## src/rtl/msx_pkg.sv

```systemverilog
package msx_pkg;

   // One sample of the Z80 bus, strobes active high
   typedef struct packed {
      logic        mreq;
      logic        iorq;
      logic        rd;
      logic        wr;
      logic        m1;
      logic [15:0] addr;
      logic [7:0]  data;
   } cpu_bus_t;

   // I/O device selects
   typedef struct packed {
      logic psg;
      logic ppi;
      logic vdp;
   } io_sel_t;

   // Upper I/O address bits 7..3 of each device
   localparam logic [4:0] PSG_PORT = 5'b10100;
   localparam logic [4:0] PPI_PORT = 5'b10101;
   localparam logic [4:0] VDP_PORT = 5'b10011;

   // PPI control register index
   localparam logic [1:0] PPI_CTRL = 2'd3;

   // Audio path widths
   localparam int PSG_W   = 10;
   localparam int MIX_W   = 17;
   localparam int AUDIO_W = 16;

   // Saturation limits of the output
   localparam logic [AUDIO_W-1:0] AUDIO_MAX = 16'h7FFF;
   localparam logic [AUDIO_W-1:0] AUDIO_MIN = 16'h8000;

endpackage

```

## src/rtl/audio_mixer.sv

```systemverilog
module audio_mixer import msx_pkg::*; (
   input  logic                      clk21m,
   input  logic                      exwait_n,
   input  logic [PSG_W-1:0]          psg_i,
   input  logic                      keybeep_i,
   input  logic                      cas_audio_i,
   input  logic                      cas_motor_i,
   input  logic signed [AUDIO_W-1:0] dev_sound_i,
   output logic [AUDIO_W-1:0]        audio_o
);

   logic [PSG_W-1:0]   psg_sum;
   logic [PSG_W-1:0]   beep_part;
   logic [PSG_W-1:0]   cas_part;
   logic [MIX_W-1:0]   psg_ext;
   logic [MIX_W-1:0]   dev_ext;
   logic [MIX_W-1:0]   mix;
   logic [AUDIO_W-1:0] sat;

   // Key click weighs 32, tape input 16 while the motor is off
   assign beep_part = PSG_W'(keybeep_i) << 5;
   assign cas_part  = PSG_W'(cas_audio_i & ~cas_motor_i) << 4;
   assign psg_sum   = psg_i + beep_part + cas_part;

   assign psg_ext = MIX_W'({psg_sum, 4'b0000});
   assign dev_ext = {{(MIX_W-AUDIO_W){dev_sound_i[AUDIO_W-1]}}, dev_sound_i};
   assign mix     = psg_ext + dev_ext;

   // Clip on the top three bits
   always_comb begin
      case (mix[MIX_W-1 -: 3])
         3'b000:                 sat = {1'b0, mix[MIX_W-4:0], 1'b0};
         3'b111:                 sat = {1'b1, mix[MIX_W-4:0], 1'b0};
         3'b001, 3'b010, 3'b011: sat = AUDIO_MAX;
         default:                sat = AUDIO_MIN;
      endcase
   end

   always_ff @(posedge clk21m or negedge exwait_n) begin
      if (!exwait_n)
         audio_o <= '0;
      else
         audio_o <= sat;
   end

endmodule

```

## src/rtl/io_decoder.sv

```systemverilog
module io_decoder import msx_pkg::*; (
   input  cpu_bus_t bus_i,
   output io_sel_t  sel_o
);

   logic io_cycle;
   logic [4:0] port_hi;

   // Plain I/O cycle only, interrupt acknowledge has m1 set
   assign io_cycle = bus_i.iorq & ~bus_i.m1;
   assign port_hi  = bus_i.addr[7:3];

   always_comb begin
      sel_o.psg = io_cycle & (port_hi == PSG_PORT);
      sel_o.ppi = io_cycle & (port_hi == PPI_PORT);
      sel_o.vdp = io_cycle & (port_hi == VDP_PORT);
   end

endmodule

```

## src/rtl/m1_wait.sv

```systemverilog
module m1_wait (
   input  logic clk21m,
   input  logic exwait_n,
   input  logic ce_i,
   input  logic m1_i,
   output logic wait_n_o
);

   logic m1_prev;
   logic m1_start;

   // Rising m1 seen across two enable samples
   assign m1_start = m1_i & ~m1_prev;

   always_ff @(posedge clk21m or negedge exwait_n) begin
      if (!exwait_n) begin
         m1_prev  <= 1'b0;
         wait_n_o <= 1'b1;
      end else if (ce_i) begin
         m1_prev  <= m1_i;
         // Low for one enable period, then released
         wait_n_o <= ~m1_start;
      end
   end

endmodule

```

## src/rtl/msx_core.sv

```systemverilog
module msx_core import msx_pkg::*; (
   input  logic                      clk21m,
   input  logic                      exwait_n,
   input  logic                      ce_3m58_p_i,
   input  cpu_bus_t                  bus_i,
   input  logic [7:0]                kb_col_i,
   input  logic [7:0]                psg_data_i,
   input  logic [7:0]                vdp_data_i,
   input  logic [7:0]                mem_data_i,
   input  logic                      cas_audio_i,
   input  logic [PSG_W-1:0]          psg_sound_i,
   input  logic signed [AUDIO_W-1:0] dev_sound_i,
   output logic [7:0]                cpu_data_o,
   output logic [1:0]                slot_o,
   output logic [3:0]                kb_row_o,
   output logic                      cas_motor_o,
   output logic                      wait_n_o,
   output logic [AUDIO_W-1:0]        audio_o
);

   io_sel_t    io_sel;
   logic [7:0] ppi_data;
   logic       keybeep;

   io_decoder i_io_decoder (
      .bus_i (bus_i),
      .sel_o (io_sel)
   );

   ppi_ports i_ppi_ports (
      .clk21m      (clk21m),
      .exwait_n    (exwait_n),
      .bus_i       (bus_i),
      .ppi_sel_i   (io_sel.ppi),
      .kb_col_i    (kb_col_i),
      .rd_data_o   (ppi_data),
      .slot_o      (slot_o),
      .kb_row_o    (kb_row_o),
      .cas_motor_o (cas_motor_o),
      .keybeep_o   (keybeep)
   );

   m1_wait i_m1_wait (
      .clk21m   (clk21m),
      .exwait_n (exwait_n),
      .ce_i     (ce_3m58_p_i),
      .m1_i     (bus_i.m1),
      .wait_n_o (wait_n_o)
   );

   audio_mixer i_audio_mixer (
      .clk21m      (clk21m),
      .exwait_n    (exwait_n),
      .psg_i       (psg_sound_i),
      .keybeep_i   (keybeep),
      .cas_audio_i (cas_audio_i),
      .cas_motor_i (cas_motor_o),
      .dev_sound_i (dev_sound_i),
      .audio_o     (audio_o)
   );

   // Read data back to the CPU, first match wins
   always_comb begin
      if (!bus_i.rd)
         cpu_data_o = 8'hFF;
      else if (io_sel.vdp)
         cpu_data_o = vdp_data_i;
      else if (io_sel.psg)
         cpu_data_o = psg_data_i;
      else if (io_sel.ppi)
         cpu_data_o = ppi_data;
      else if (bus_i.iorq)
         cpu_data_o = 8'hFF;   // unmapped port or interrupt acknowledge
      else
         cpu_data_o = mem_data_i;
   end

endmodule

```

## src/rtl/ppi_ports.sv

```systemverilog
module ppi_ports import msx_pkg::*; (
   input  logic       clk21m,
   input  logic       exwait_n,
   input  cpu_bus_t   bus_i,
   input  logic       ppi_sel_i,
   input  logic [7:0] kb_col_i,
   output logic [7:0] rd_data_o,
   output logic [1:0] slot_o,
   output logic [3:0] kb_row_o,
   output logic       cas_motor_o,
   output logic       keybeep_o
);

   logic [7:0] port_a;
   logic [7:0] port_c;
   logic [1:0] idx;
   logic       wr_done;
   logic       wr_en;
   logic       map_valid;

   assign idx = bus_i.addr[1:0];

   // One write per wr strobe
   assign wr_en = ppi_sel_i & bus_i.wr & ~wr_done;

   always_ff @(posedge clk21m or negedge exwait_n) begin
      if (!exwait_n) begin
         port_a    <= '0;
         port_c    <= '0;
         wr_done   <= 1'b0;
         map_valid <= 1'b0;
      end else begin
         if (ppi_sel_i)
            map_valid <= 1'b1;
         if (!bus_i.wr)
            wr_done <= 1'b0;
         else if (ppi_sel_i)
            wr_done <= 1'b1;
         if (wr_en) begin
            case (idx)
               2'd0: port_a <= bus_i.data;
               2'd2: port_c <= bus_i.data;
               PPI_CTRL: begin
                  // Bit set/reset; mode words have bit 7 set
                  if (!bus_i.data[7])
                     port_c[bus_i.data[3:1]] <= bus_i.data[0];
               end
               default: ;
            endcase
         end
      end
   end

   always_comb begin
      case (idx)
         2'd0:    rd_data_o = port_a;
         2'd1:    rd_data_o = kb_col_i;
         2'd2:    rd_data_o = port_c;
         default: rd_data_o = 8'hFF;
      endcase
   end

   // Slot pair for the current 16K page
   always_comb begin
      if (!map_valid)
         slot_o = 2'b00;
      else
         slot_o = port_a[{bus_i.addr[15:14], 1'b0} +: 2];
   end

   assign kb_row_o    = port_c[3:0];
   assign cas_motor_o = port_c[4];
   assign keybeep_o   = port_c[7];

endmodule

```

## config.mk

```make
export PLATFORM = sky130hd
export DESIGN_NAME = msx_core
export DESIGN_NICKNAME = d
export VERILOG_FILES = /design/src/rtl/msx_pkg.sv /design/src/rtl/audio_mixer.sv /design/src/rtl/io_decoder.sv /design/src/rtl/m1_wait.sv /design/src/rtl/msx_core.sv /design/src/rtl/ppi_ports.sv
export SDC_FILE = /design/constraint.sdc
export NUM_CORES = 1
export LEC_CHECK = 0
export BUFFER_PORTS_ARGS = -buffer_cell sky130_fd_sc_hd__clkbuf_2
export CELL_PAD_IN_SITES_DETAIL_PLACEMENT = 0
export CELL_PAD_IN_SITES_GLOBAL_PLACEMENT = 1
export CORE_ASPECT_RATIO = 0.6
export CORE_MARGIN = 2
export CORE_UTILIZATION = 39
export CTS_CLUSTER_DIAMETER = 100
export CTS_CLUSTER_SIZE = 40
export DETAILED_ROUTE_END_ITERATION = 10
export PLACE_DENSITY_LB_ADDON = 0.1
export SLEW_MARGIN = 40
export SYNTH_ARGS = -nofsm -noshare
export SYNTH_HDL_FRONTEND = slang
export SYNTH_HIERARCHICAL = 1
export SYNTH_SLANG_ARGS = --single-unit
```

## constraint.sdc

```tcl
create_clock -name clk21m -period 4.6 [get_ports clk21m]
set_input_delay 0.69 -clock clk21m [delete_from_list [all_inputs] [get_ports clk21m]]
set_output_delay 0.69 -clock clk21m [all_outputs]
set_load 0.005 [all_outputs]
```

==> Word-level counts from Yosys, hierarchy flattened <==
Index checks and enable logic that the tools add are counted.
{ "word_totals": {"reg_bits": 36, "word_cells": 60} }
{ "op_classes": {"n_bitwise": 13, "reduce_logical": 7, "mux": 15, "n_addsub": 3, "shifts": 1, "order_cmp": 2, "n_eq_ne": 12} }
{ "op_table": {"columns": ["cell", "n"], "rows": [
  ["2-to-1 mux 8 bit", 6],
  ["one-hot mux 16 bit (3 select lines)", 1],
  ["one-hot mux 8 bit (3 select lines)", 1],
  ["adder 15 x 16 -> 17 bit", 1],
  ["one-hot mux 8 bit (2 select lines)", 1],
  ["== test 5 bit (second input constant)", 3],
  ["adder 10 bit", 1],
  ["adder 10 x 6 -> 10 bit", 1],
  ["bitwise mux 8 bit", 1],
  ["variable part select 8 x 4 -> 2 bit", 1],
  ["AND 1 bit", 7],
  ["AND 1 x 6 -> 6 bit", 1],
  ["== test 3 x 2 -> 1 bit (second input constant)", 2],
  ["NOT 1 -> 6 bit", 1],
  ["== test 2 bit (second input constant)", 2],
  ["< comparator 3 x 4 -> 1 bit (second input constant)", 1],
  ["NOT 1 bit", 4],
  ["demux 1 bit (select 3 bit)", 1],
  ["== test 3 x 1 -> 1 bit (second input constant)", 1],
  ["== test 3 bit (second input constant)", 1],
  [">= comparator 3 x 1 -> 1 bit (second input constant)", 1],
  ["logical NOT 3 bit", 1],
  ["2-to-1 mux 1 bit", 3],
  ["AND reduction 3 bit", 1],
  ["other kinds (9)", 9]
]} }

==> Logic depth before layout (Yosys ltp) <==
Gate-level depths: netlist (run 1).
{ "depth": {"ltp_word": 7, "depth_mapped": 13, "ltp_nobuf": 12} }

==> Modules after synthesis <==
Netlist (run 1), hierarchy kept.
{ "modules_own_cells": {"columns": ["module", "area_each_um2", "cells_per_inst", "seq_area_each_um2", "n_inst"], "rows": [
  ["audio_mixer", 1594.0, 178, 400.4, 1],
  ["ppi_ports", 1176.1, 115, 450.4, 1],
  ["msx_core", 307.8, 46, 0.0, 1],
  ["m1_wait", 73.8, 7, 51.3, 1],
  ["io_decoder", 62.6, 6, 0.0, 1]
]} }

==> Worst setup path before layout (run 1) <==
Ideal clock, no wire load.
{ "synth_path": {"path_type": "input to register", "startpoint": "in cas_audio_i", "endpoint": "reg i_audio_mixer.audio_o[8]", "path_stages": 12, "path_buffers": 0, "path_slack_ps": 1217, "setup_ps": 126, "required_time_ps": 4474, "arrival_ps": 3257, "cell_sequence": "nor2b_1 -> ha_1 -> fa_1 -> nand3_1 -> xnor2_1 -> ha_1 -> a21o_1 -> nor2_2 -> o211a_1 -> o21ai_0 -> a221o_1 -> a221o_1"} }
{ "synth_between": {"elab_chain_len": 6, "word_cells_on_any_way": 10, "cone_classes": "2 x add/sub; 4 x eq/ne; 1 x mux; 1 x bitwise; 2 x reduce/logical"} }
{ "synth_rtl": {"columns": ["element", "line", "text"], "rows": [
  ["start, declared", "msx_core.sv:10", "input logic cas_audio_i,"],
  ["AND 1 x 6 -> 6 bit *", "audio_mixer.sv:22", "assign cas_part = PSG_W'(cas_audio_i & ~cas_motor_i) << 4;"],
  ["adder 10 bit *", "audio_mixer.sv:23", "assign psg_sum = psg_i + beep_part + cas_part;"],
  ["adder 15 x 16 -> 17 bit *", "audio_mixer.sv:27", "assign mix = psg_ext + dev_ext;"],
  ["== test 3 x 1 -> 1 bit / == test 3 x 2 -> 1 bit (equally long branches)", "audio_mixer.sv:31", "case (mix[MIX_W-1 -: 3])"],
  ["OR reduction 3 bit", "audio_mixer.sv:31", null],
  ["one-hot mux 16 bit (3 select lines) *", "audio_mixer.sv:31", null],
  ["named net i_audio_mixer.sat[8]", "audio_mixer.sv:18", "logic [AUDIO_W-1:0] sat;"],
  ["end signal, assigned", "audio_mixer.sv:43", "audio_o <= sat;"],
  ["end, declared", "audio_mixer.sv:9", "output logic [AUDIO_W-1:0] audio_o"]
]} }
Mark *: on every way through the listed nets, which the timed path passes. The rest lies on a longest branch.
A chain may end at the register's enable or synchronous reset.

==> Worst setup path in the final report (run 1) <==
Same ends and word-level chain as after synthesis.

==> results of run 1 <==
## registers in the layout, summed over array words and instances (netlist names)
name                   cells
i_audio_mixer/audio_o     16
i_ppi_ports/port_a         8
i_ppi_ports/port_c         8
i_m1_wait/m1_prev          1
i_m1_wait/wait_n_o         1
i_ppi_ports/map_valid      1
i_ppi_ports/wr_done        1
## cell families (layout without fill, tap and decap cells)
family,Yosys count,count (layout),synth area share
compound gates,132,132,0.309
flops,36,36,0.281
xor+xnor,9,9,0.0245
mux,20,20,0.0767
buf+inv,31,133,0.0506
simple gates,109,109,0.195
fa+ha+maj,15,15,0.0631
## layout by cell type (no fill, tap or decap), types with 3 or more instances in the layout
| cell type | netlist | final |
|---|---|---|
| clkbuf_2 | 0 | 113 |
| buf_4 | 7 | 3 |
| a22oi_1 | 3 | 3 |
| nor2b_2 | 3 | 3 |
| inv_1 | 8 | 8 |
| a32oi_1 | 6 | 6 |
| nand2_1 | 29 | 29 |
| nor2_1 | 11 | 11 |
| o22a_1 | 8 | 8 |
| o311ai_1 | 7 | 7 |
| nand4_1 | 3 | 3 |
| o22ai_1 | 3 | 3 |
| nand2b_1 | 6 | 6 |
| a21o_1 | 8 | 8 |
| o21a_1 | 9 | 9 |
| o21ai_0 | 13 | 13 |
| ha_1 | 13 | 13 |
| clkbuf_16 | 0 | 5 |
| and2_1 | 4 | 4 |
| a21oi_1 | 25 | 25 |
| and3_1 | 3 | 3 |
| a221o_1 | 4 | 4 |
| o211ai_1 | 3 | 3 |
| nand3_1 | 17 | 17 |
| dfrtp_1 | 35 | 35 |
| and2b_2 | 4 | 4 |
| a31oi_1 | 13 | 13 |
| nor3_1 | 11 | 11 |
| xnor2_1 | 7 | 7 |
| mux2_2 | 17 | 17 |
## worst min-delay path by stage
stage                                 to  cells after the start
2_1_floorplan   i_audio_mixer/audio_o[0]                      0
3_3_place_gp         i_ppi_ports/wr_done                      1
3_5_place_dp       i_ppi_ports/map_valid                      1
4_1_cts                i_m1_wait/m1_prev                      1
5_1_grt         i_audio_mixer/audio_o[8]                      1
6_report       i_audio_mixer/audio_o[14]                      1
## power by group
group	internal, mW	switching (mW)	total [mW]
logic	0.161	0.212	0.373
registers	0.354	0.0157	0.370
clock network	0.199	0.127	0.327
total	0.714	0.355	1.07
## per-stage QoR
step	power, mW	hold WS [ns]	instances	cell area [um^2]	util
floorplan	0.599	0.394	352	3210	-
global placement	0.736	0.456	554	3810	0.480
detailed placement	0.741	0.464	554	3810	0.480
CTS	1.07	0.439	562	3960	0.498
global route	1.13	0.454	562	3960	0.498
finish	1.07	0.409	562	3960	0.498
## Yosys cell counts, types with 3 or more instances
cell type and n:
clkbuf_1 9, o311ai_1 7, nand4_1 3, nor2b_2 3, xnor2_1 7, o22a_1 8
buf_2 4, mux2_2 17, nand2b_1 6, dfrtp_1 35, o21ai_0 13, o211ai_1 3
a21oi_1 25, ha_1 13, a21o_1 8, a221o_1 4, inv_1 8, buf_4 7
a32oi_1 6, and3_1 3, a31oi_1 13, nor3_1 11, a22oi_1 3, nor2_1 11
and2b_2 4, nand2_1 29, o22ai_1 3, o21a_1 9, and2_1 4, nand3_1 17
## layout make-up
cell class | instances | share of cell area
multi-input combinational | 285 | 0.543
sequential | 36 | 0.228
timing repair buffer | 117 | 0.151
tap | 108 | 0.0342
clock buffer | 5 | 0.0316
inverter | 8 | 0.00759
clock inverter | 3 | 0.00474
## layer usage
| layer | GRT usage | routed length, um |
|---|---|---|
| met1 | 0.366 | 5270 |
| met2 | 0.282 | 3580 |
| met3 | 0.0429 | 877 |
| met4 | 0.0396 | 63 |
| met5 | 0 | 0 |
==> flow_summary.json, run 1 <==
{
  "cp_slowest_stage_delay_ns": 0.41,
  "worstSetupPathDepth": 13,
  "reg2reg_depth": 12,
  "final_nets": 559,
  "rows": 25,
  "max_cap_violations": 0,
  "clk_latency_ns": 0.27,
  "antenna_found_initial": 0,
  "crit_family": "compound AO/OA/AOI/OAI gates",
  "rrSetupSlack_ns": 1.17,
  "drtPass1Iterations": 5,
  "r2r-end": "i_audio_mixer/audio_o[8]",
  "gp_congestion": 0.888,
  "mappedNetlistNets": 458,
  "area_delta_synth_final_pct": 23.1,
  "max_freq_mhz": 287,
  "synth_edf_count": 0,
  "cellPowerDensity_nw_per_um2": 270,
  "max_slew_margin": 0.596,
  "avgSynthCellArea_um2": 9.13,
  "start_kind": "primary input",
  "hold_violations": 0,
  "synth_cell_types": 76,
  "ys_warn_count": 6,
  "static-leakage-power_nw": 1.83,
  "grt_pass1_wl_um": 15400,
  "post_cts_buffers": 0,
  "grt.total_usage": 0.219,
  "start_util": 0.405,
  "yosysTopAreaCell": "dfrtp_1",
  "seq_area_frac_synth": 0.281,
  "cts-hold-fix-buffers": 0,
  "io_buffers": 114,
  "rsz0062_at_grt": "no",
  "synthCells": 352,
  "drcViolationCount": 0,
  "drtIter0Drc": 293,
  "fp.coreArea_um2": 7950,
  "cts.sinks": 36,
  "cts_resized": 0,
  "multi_input_area_um2": 2150,
  "ys.flop_type": "dfrtp_1",
  "synth_top_area_frac": 0.272,
  "h-tree-depth": 2,
  "critical_path.cell_chain": "clkbuf_2 -> nor2b_1 -> ha_1 -> fa_1 -> nand3_1 -> xnor2_1 -> ha_1 -> a21o_1 -> nor2_2 -> o211a_1 -> o21ai_0 -> a221o_1 -> a221o_1",
  "regArea_um2": 902,
  "grt_pass1_vias": 2964,
  "min_period_over_period": 0.757,
  "worst_pin_slew_ns": 0.601,
  "synthTopCellsByArea": "dfrtp_1 (27%), mux2_2 (6.0%), ha_1 (5.1%)",
  "ios": 123,
  "drt_wl_total_um": 9790,
  "fin_skew_ns": 0.00272,
  "cp-end-kind": "flop",
  "n_fill_cell": 777,
  "yosys_register_bits": 36,
  "hold_path.class": "primary input to asynchronous set/reset pin",
  "grt_max_degree": 37,
  "die_h_um": 74.3,
  "ant_nets": 0,
  "synthesis.area_um2": 3210,
  "r2r_start": "i_ppi_ports/port_c[4]",
  "clk_transition_reported_paths_ns": 0.06,
  "ir_worst_vdd_v": 0.000169,
  "slowest_stage": "fa_1",
  "cts_buffers": 5,
  "startpoint": "cas_audio_i",
  "critPathBufInv": 1,
  "clock_path_buffers": 2,
  "drive_above_1_share": 0.368,
  "die_area_um2": 9010,
  "period_minus_slack_ns": 3.48,
  "setup_ws_ns": 1.12,
  "vias": 3162,
  "cts-root-buf": "clkbuf_16",
  "die_w_um": 121,
  "async_reset_ff_frac": 1.00,
  "setup_violations": 0,
  "drv_slew": 0,
  "via_per_inst": 5.63,
  "cp-endpoint": "i_audio_mixer/audio_o[8]",
  "critPathKind": "primary input to flop",
  "grt_overflow_total": 0,
  "fin_setup_tns_ns": 0,
  "crit_fanout": 9,
  "pre_cts_slack_ns": 0.868,
  "required_ns": 4.76,
  "dp_hpwl_um": 7780,
  "diodes": 0,
  "status": "finished, final reports clean",
  "wl_per_cell_um": 17.4,
  "cts_tree": "done",
  "cp.arrival_ns": 3.64
}
Power figures use the tool's default switching activity.
==> run 2: changes to the inputs <==
- CORE_UTILIZATION: 39 -> 36
- clock period: 4.6 -> 3.65 ns (I/O delays scaled with it)
==> flow_summary.json, run 2 (synthesis results as in run 1) <==
{
  "h-tree-depth": 2,
  "max_freq_mhz": 298,
  "gp_congestion": 0.889,
  "hold_path.class": "primary input to asynchronous set/reset pin",
  "status": "finished, final reports clean",
  "period_minus_slack_ns": 3.35,
  "antenna_found_initial": 0,
  "reg2reg_depth": 10,
  "drcViolationCount": 0,
  "ant_nets": 0,
  "area_delta_synth_final_pct": 24.4,
  "die_area_um2": 9730,
  "r2r_start": "i_ppi_ports/port_c[4]",
  "clk_latency_ns": 0.28,
  "layout_common_cells": "clkbuf_2 (113), dfrtp_1 (35), nand2_1 (29)",
  "ir_worst_vdd_v": 0.000154,
  "drv_slew": 0,
  "top_register": "i_audio_mixer/audio_o",
  "post_cts_buffers": 0,
  "r2r-end": "i_audio_mixer/audio_o[8]",
  "grt_pass1_wl_um": 15900,
  "layout_commonest_cell": "clkbuf_2",
  "max_cap_violations": 0,
  "ios": 123,
  "whs_ns": 0.265,
  "fp.coreArea_um2": 8590,
  "cp.arrival_ns": 3.52,
  "grt_max_degree": 37,
  "via_per_inst": 5.62,
  "grt.total_usage": 0.204,
  "hold_violations": 0,
  "drive_above_1_share": 0.371,
  "cp-endpoint": "i_audio_mixer/audio_o[8]",
  "diodes": 0,
  "start_kind": "flop",
  "pre_cts_slack_ns": 0.108,
  "cts-root-buf": "clkbuf_16",
  "static-leakage-power_nw": 1.85,
  "grt_overflow_total": 0,
  "clk_transition_reported_paths_ns": 0.06,
  "largest_reg_flops": 16,
  "cellPowerDensity_nw_per_um2": 345,
  "reg_top3": "i_audio_mixer/audio_o (16), i_ppi_ports/port_a (8), i_ppi_ports/port_c (8)",
  "cts_resized": 0,
  "max_slew_margin": 0.615,
  "setup_ws_ns": 0.296,
  "drtPass1Iterations": 4,
  "rrSetupSlack_ns": 0.30,
  "worst_pin_slew_ns": 0.577,
  "io_buffers": 114,
  "cp-end-kind": "flop",
  "start_util": 0.374,
  "min_period_over_period": 0.919,
  "rows": 26,
  "drt_wl_total_um": 9940,
  "crit_fanout": 6,
  "cts_buffers": 5,
  "die_w_um": 126,
  "fin_skew_ns": 0.00290,
  "die_h_um": 77.2,
  "final_nets": 563,
  "drtIter0Drc": 225,
  "clock_path_buffers": 2,
  "setup_violations": 0,
  "n_fill_cell": 875,
  "cts-hold-fix-buffers": 0,
  "dp_hpwl_um": 7990,
  "critPathKind": "flop to flop",
  "required_ns": 3.81,
  "wl_per_cell_um": 17.4,
  "fin_setup_tns_ns": 0,
  "cts.sinks": 36,
  "rsz0062_at_grt": "no",
  "startpoint": "i_ppi_ports/port_c[4]",
  "vias": 3204,
  "cts_tree": "done",
  "grt_pass1_vias": 2957
}
==> run 2: cell types whose count changed in the layout (fill, tap and decap cells not counted) <==
| cell | delta |
|---|---|
| clkinv_4 | -1 |
| clkbuf_8 | +1 |
| clkinv_2 | -2 |
| clkinvlp_4 | +1 |
| buf_4 | +4 |
| clkbuf_1 | +1 |
==> run 2: worst min-delay path by stage <==
stage | slack (ns) | cells past startpoint | from | end
global placement | 0.46 | 1 | i_ppi_ports/wr_done | i_ppi_ports/wr_done
CTS | 0.30 | 1 | exwait_n | i_ppi_ports/port_c[6]
detailed placement | 0.47 | 1 | i_ppi_ports/wr_done | i_ppi_ports/wr_done
finish | 0.26 | 1 | exwait_n | i_ppi_ports/port_c[4]
floorplan | 0.25 | 0 | exwait_n | i_audio_mixer/audio_o[0]
global route | 0.32 | 1 | exwait_n | i_ppi_ports/port_c[6]
==> run 2: final cells by class <==
| type | count | area (um^2) | area share |
|---|---|---|---|
| repair buffers | 121 | 626 | 0.156 |
| well taps | 112 | 140 | 0.0351 |
| flip-flops and latches | 36 | 902 | 0.226 |
| multi-input cells | 285 | 2150 | 0.538 |
| inverters | 8 | 30.0 | 0.00751 |
| clock buffers | 7 | 143 | 0.0357 |
| clock inverters | 1 | 7.51 | 0.00188 |
==> run 2: stage by stage <==
step	utilization	total power, mW	instance area, um^2	std cells
finish	0.465	1.38	4000	570
global route	0.465	1.46	4000	570
CTS	0.465	1.39	4000	570
detailed placement	0.448	0.945	3850	562
global placement	0.448	0.938	3840	562
floorplan	-	0.755	3210	352
==> run 2: critical path: stages, from the launching register on <==
cell and delay (ns):
dfrtp_1 0.42, nor2b_1 0.17, ha_1 0.18, fa_1 0.42, ha_1 0.38, and3_4 0.21
a221oi_2 0.39, o211a_1 0.29, o21ai_0 0.11, a221o_1 0.32, a221o_1 0.34
==> run 2: metal layers <==
metal / up-vias / routed length, um / track usage
met5: - / 0 / 0
met4: 0 / 48 / 0.0308
met3: 5 / 617 / 0.0433
met2: 102 / 3690 / 0.260
met1: 1523 / 5580 / 0.344
li1: 1574 / - / -
==> run 2: power breakdown <==
| part | switching, mW | total [mW] | internal, mW |
|---|---|---|---|
| Combinational | 0.267 | 0.475 | 0.208 |
| Sequential | 0.0212 | 0.468 | 0.446 |
| Clock | 0.163 | 0.434 | 0.272 |
| Total | 0.451 | 1.38 | 0.927 |
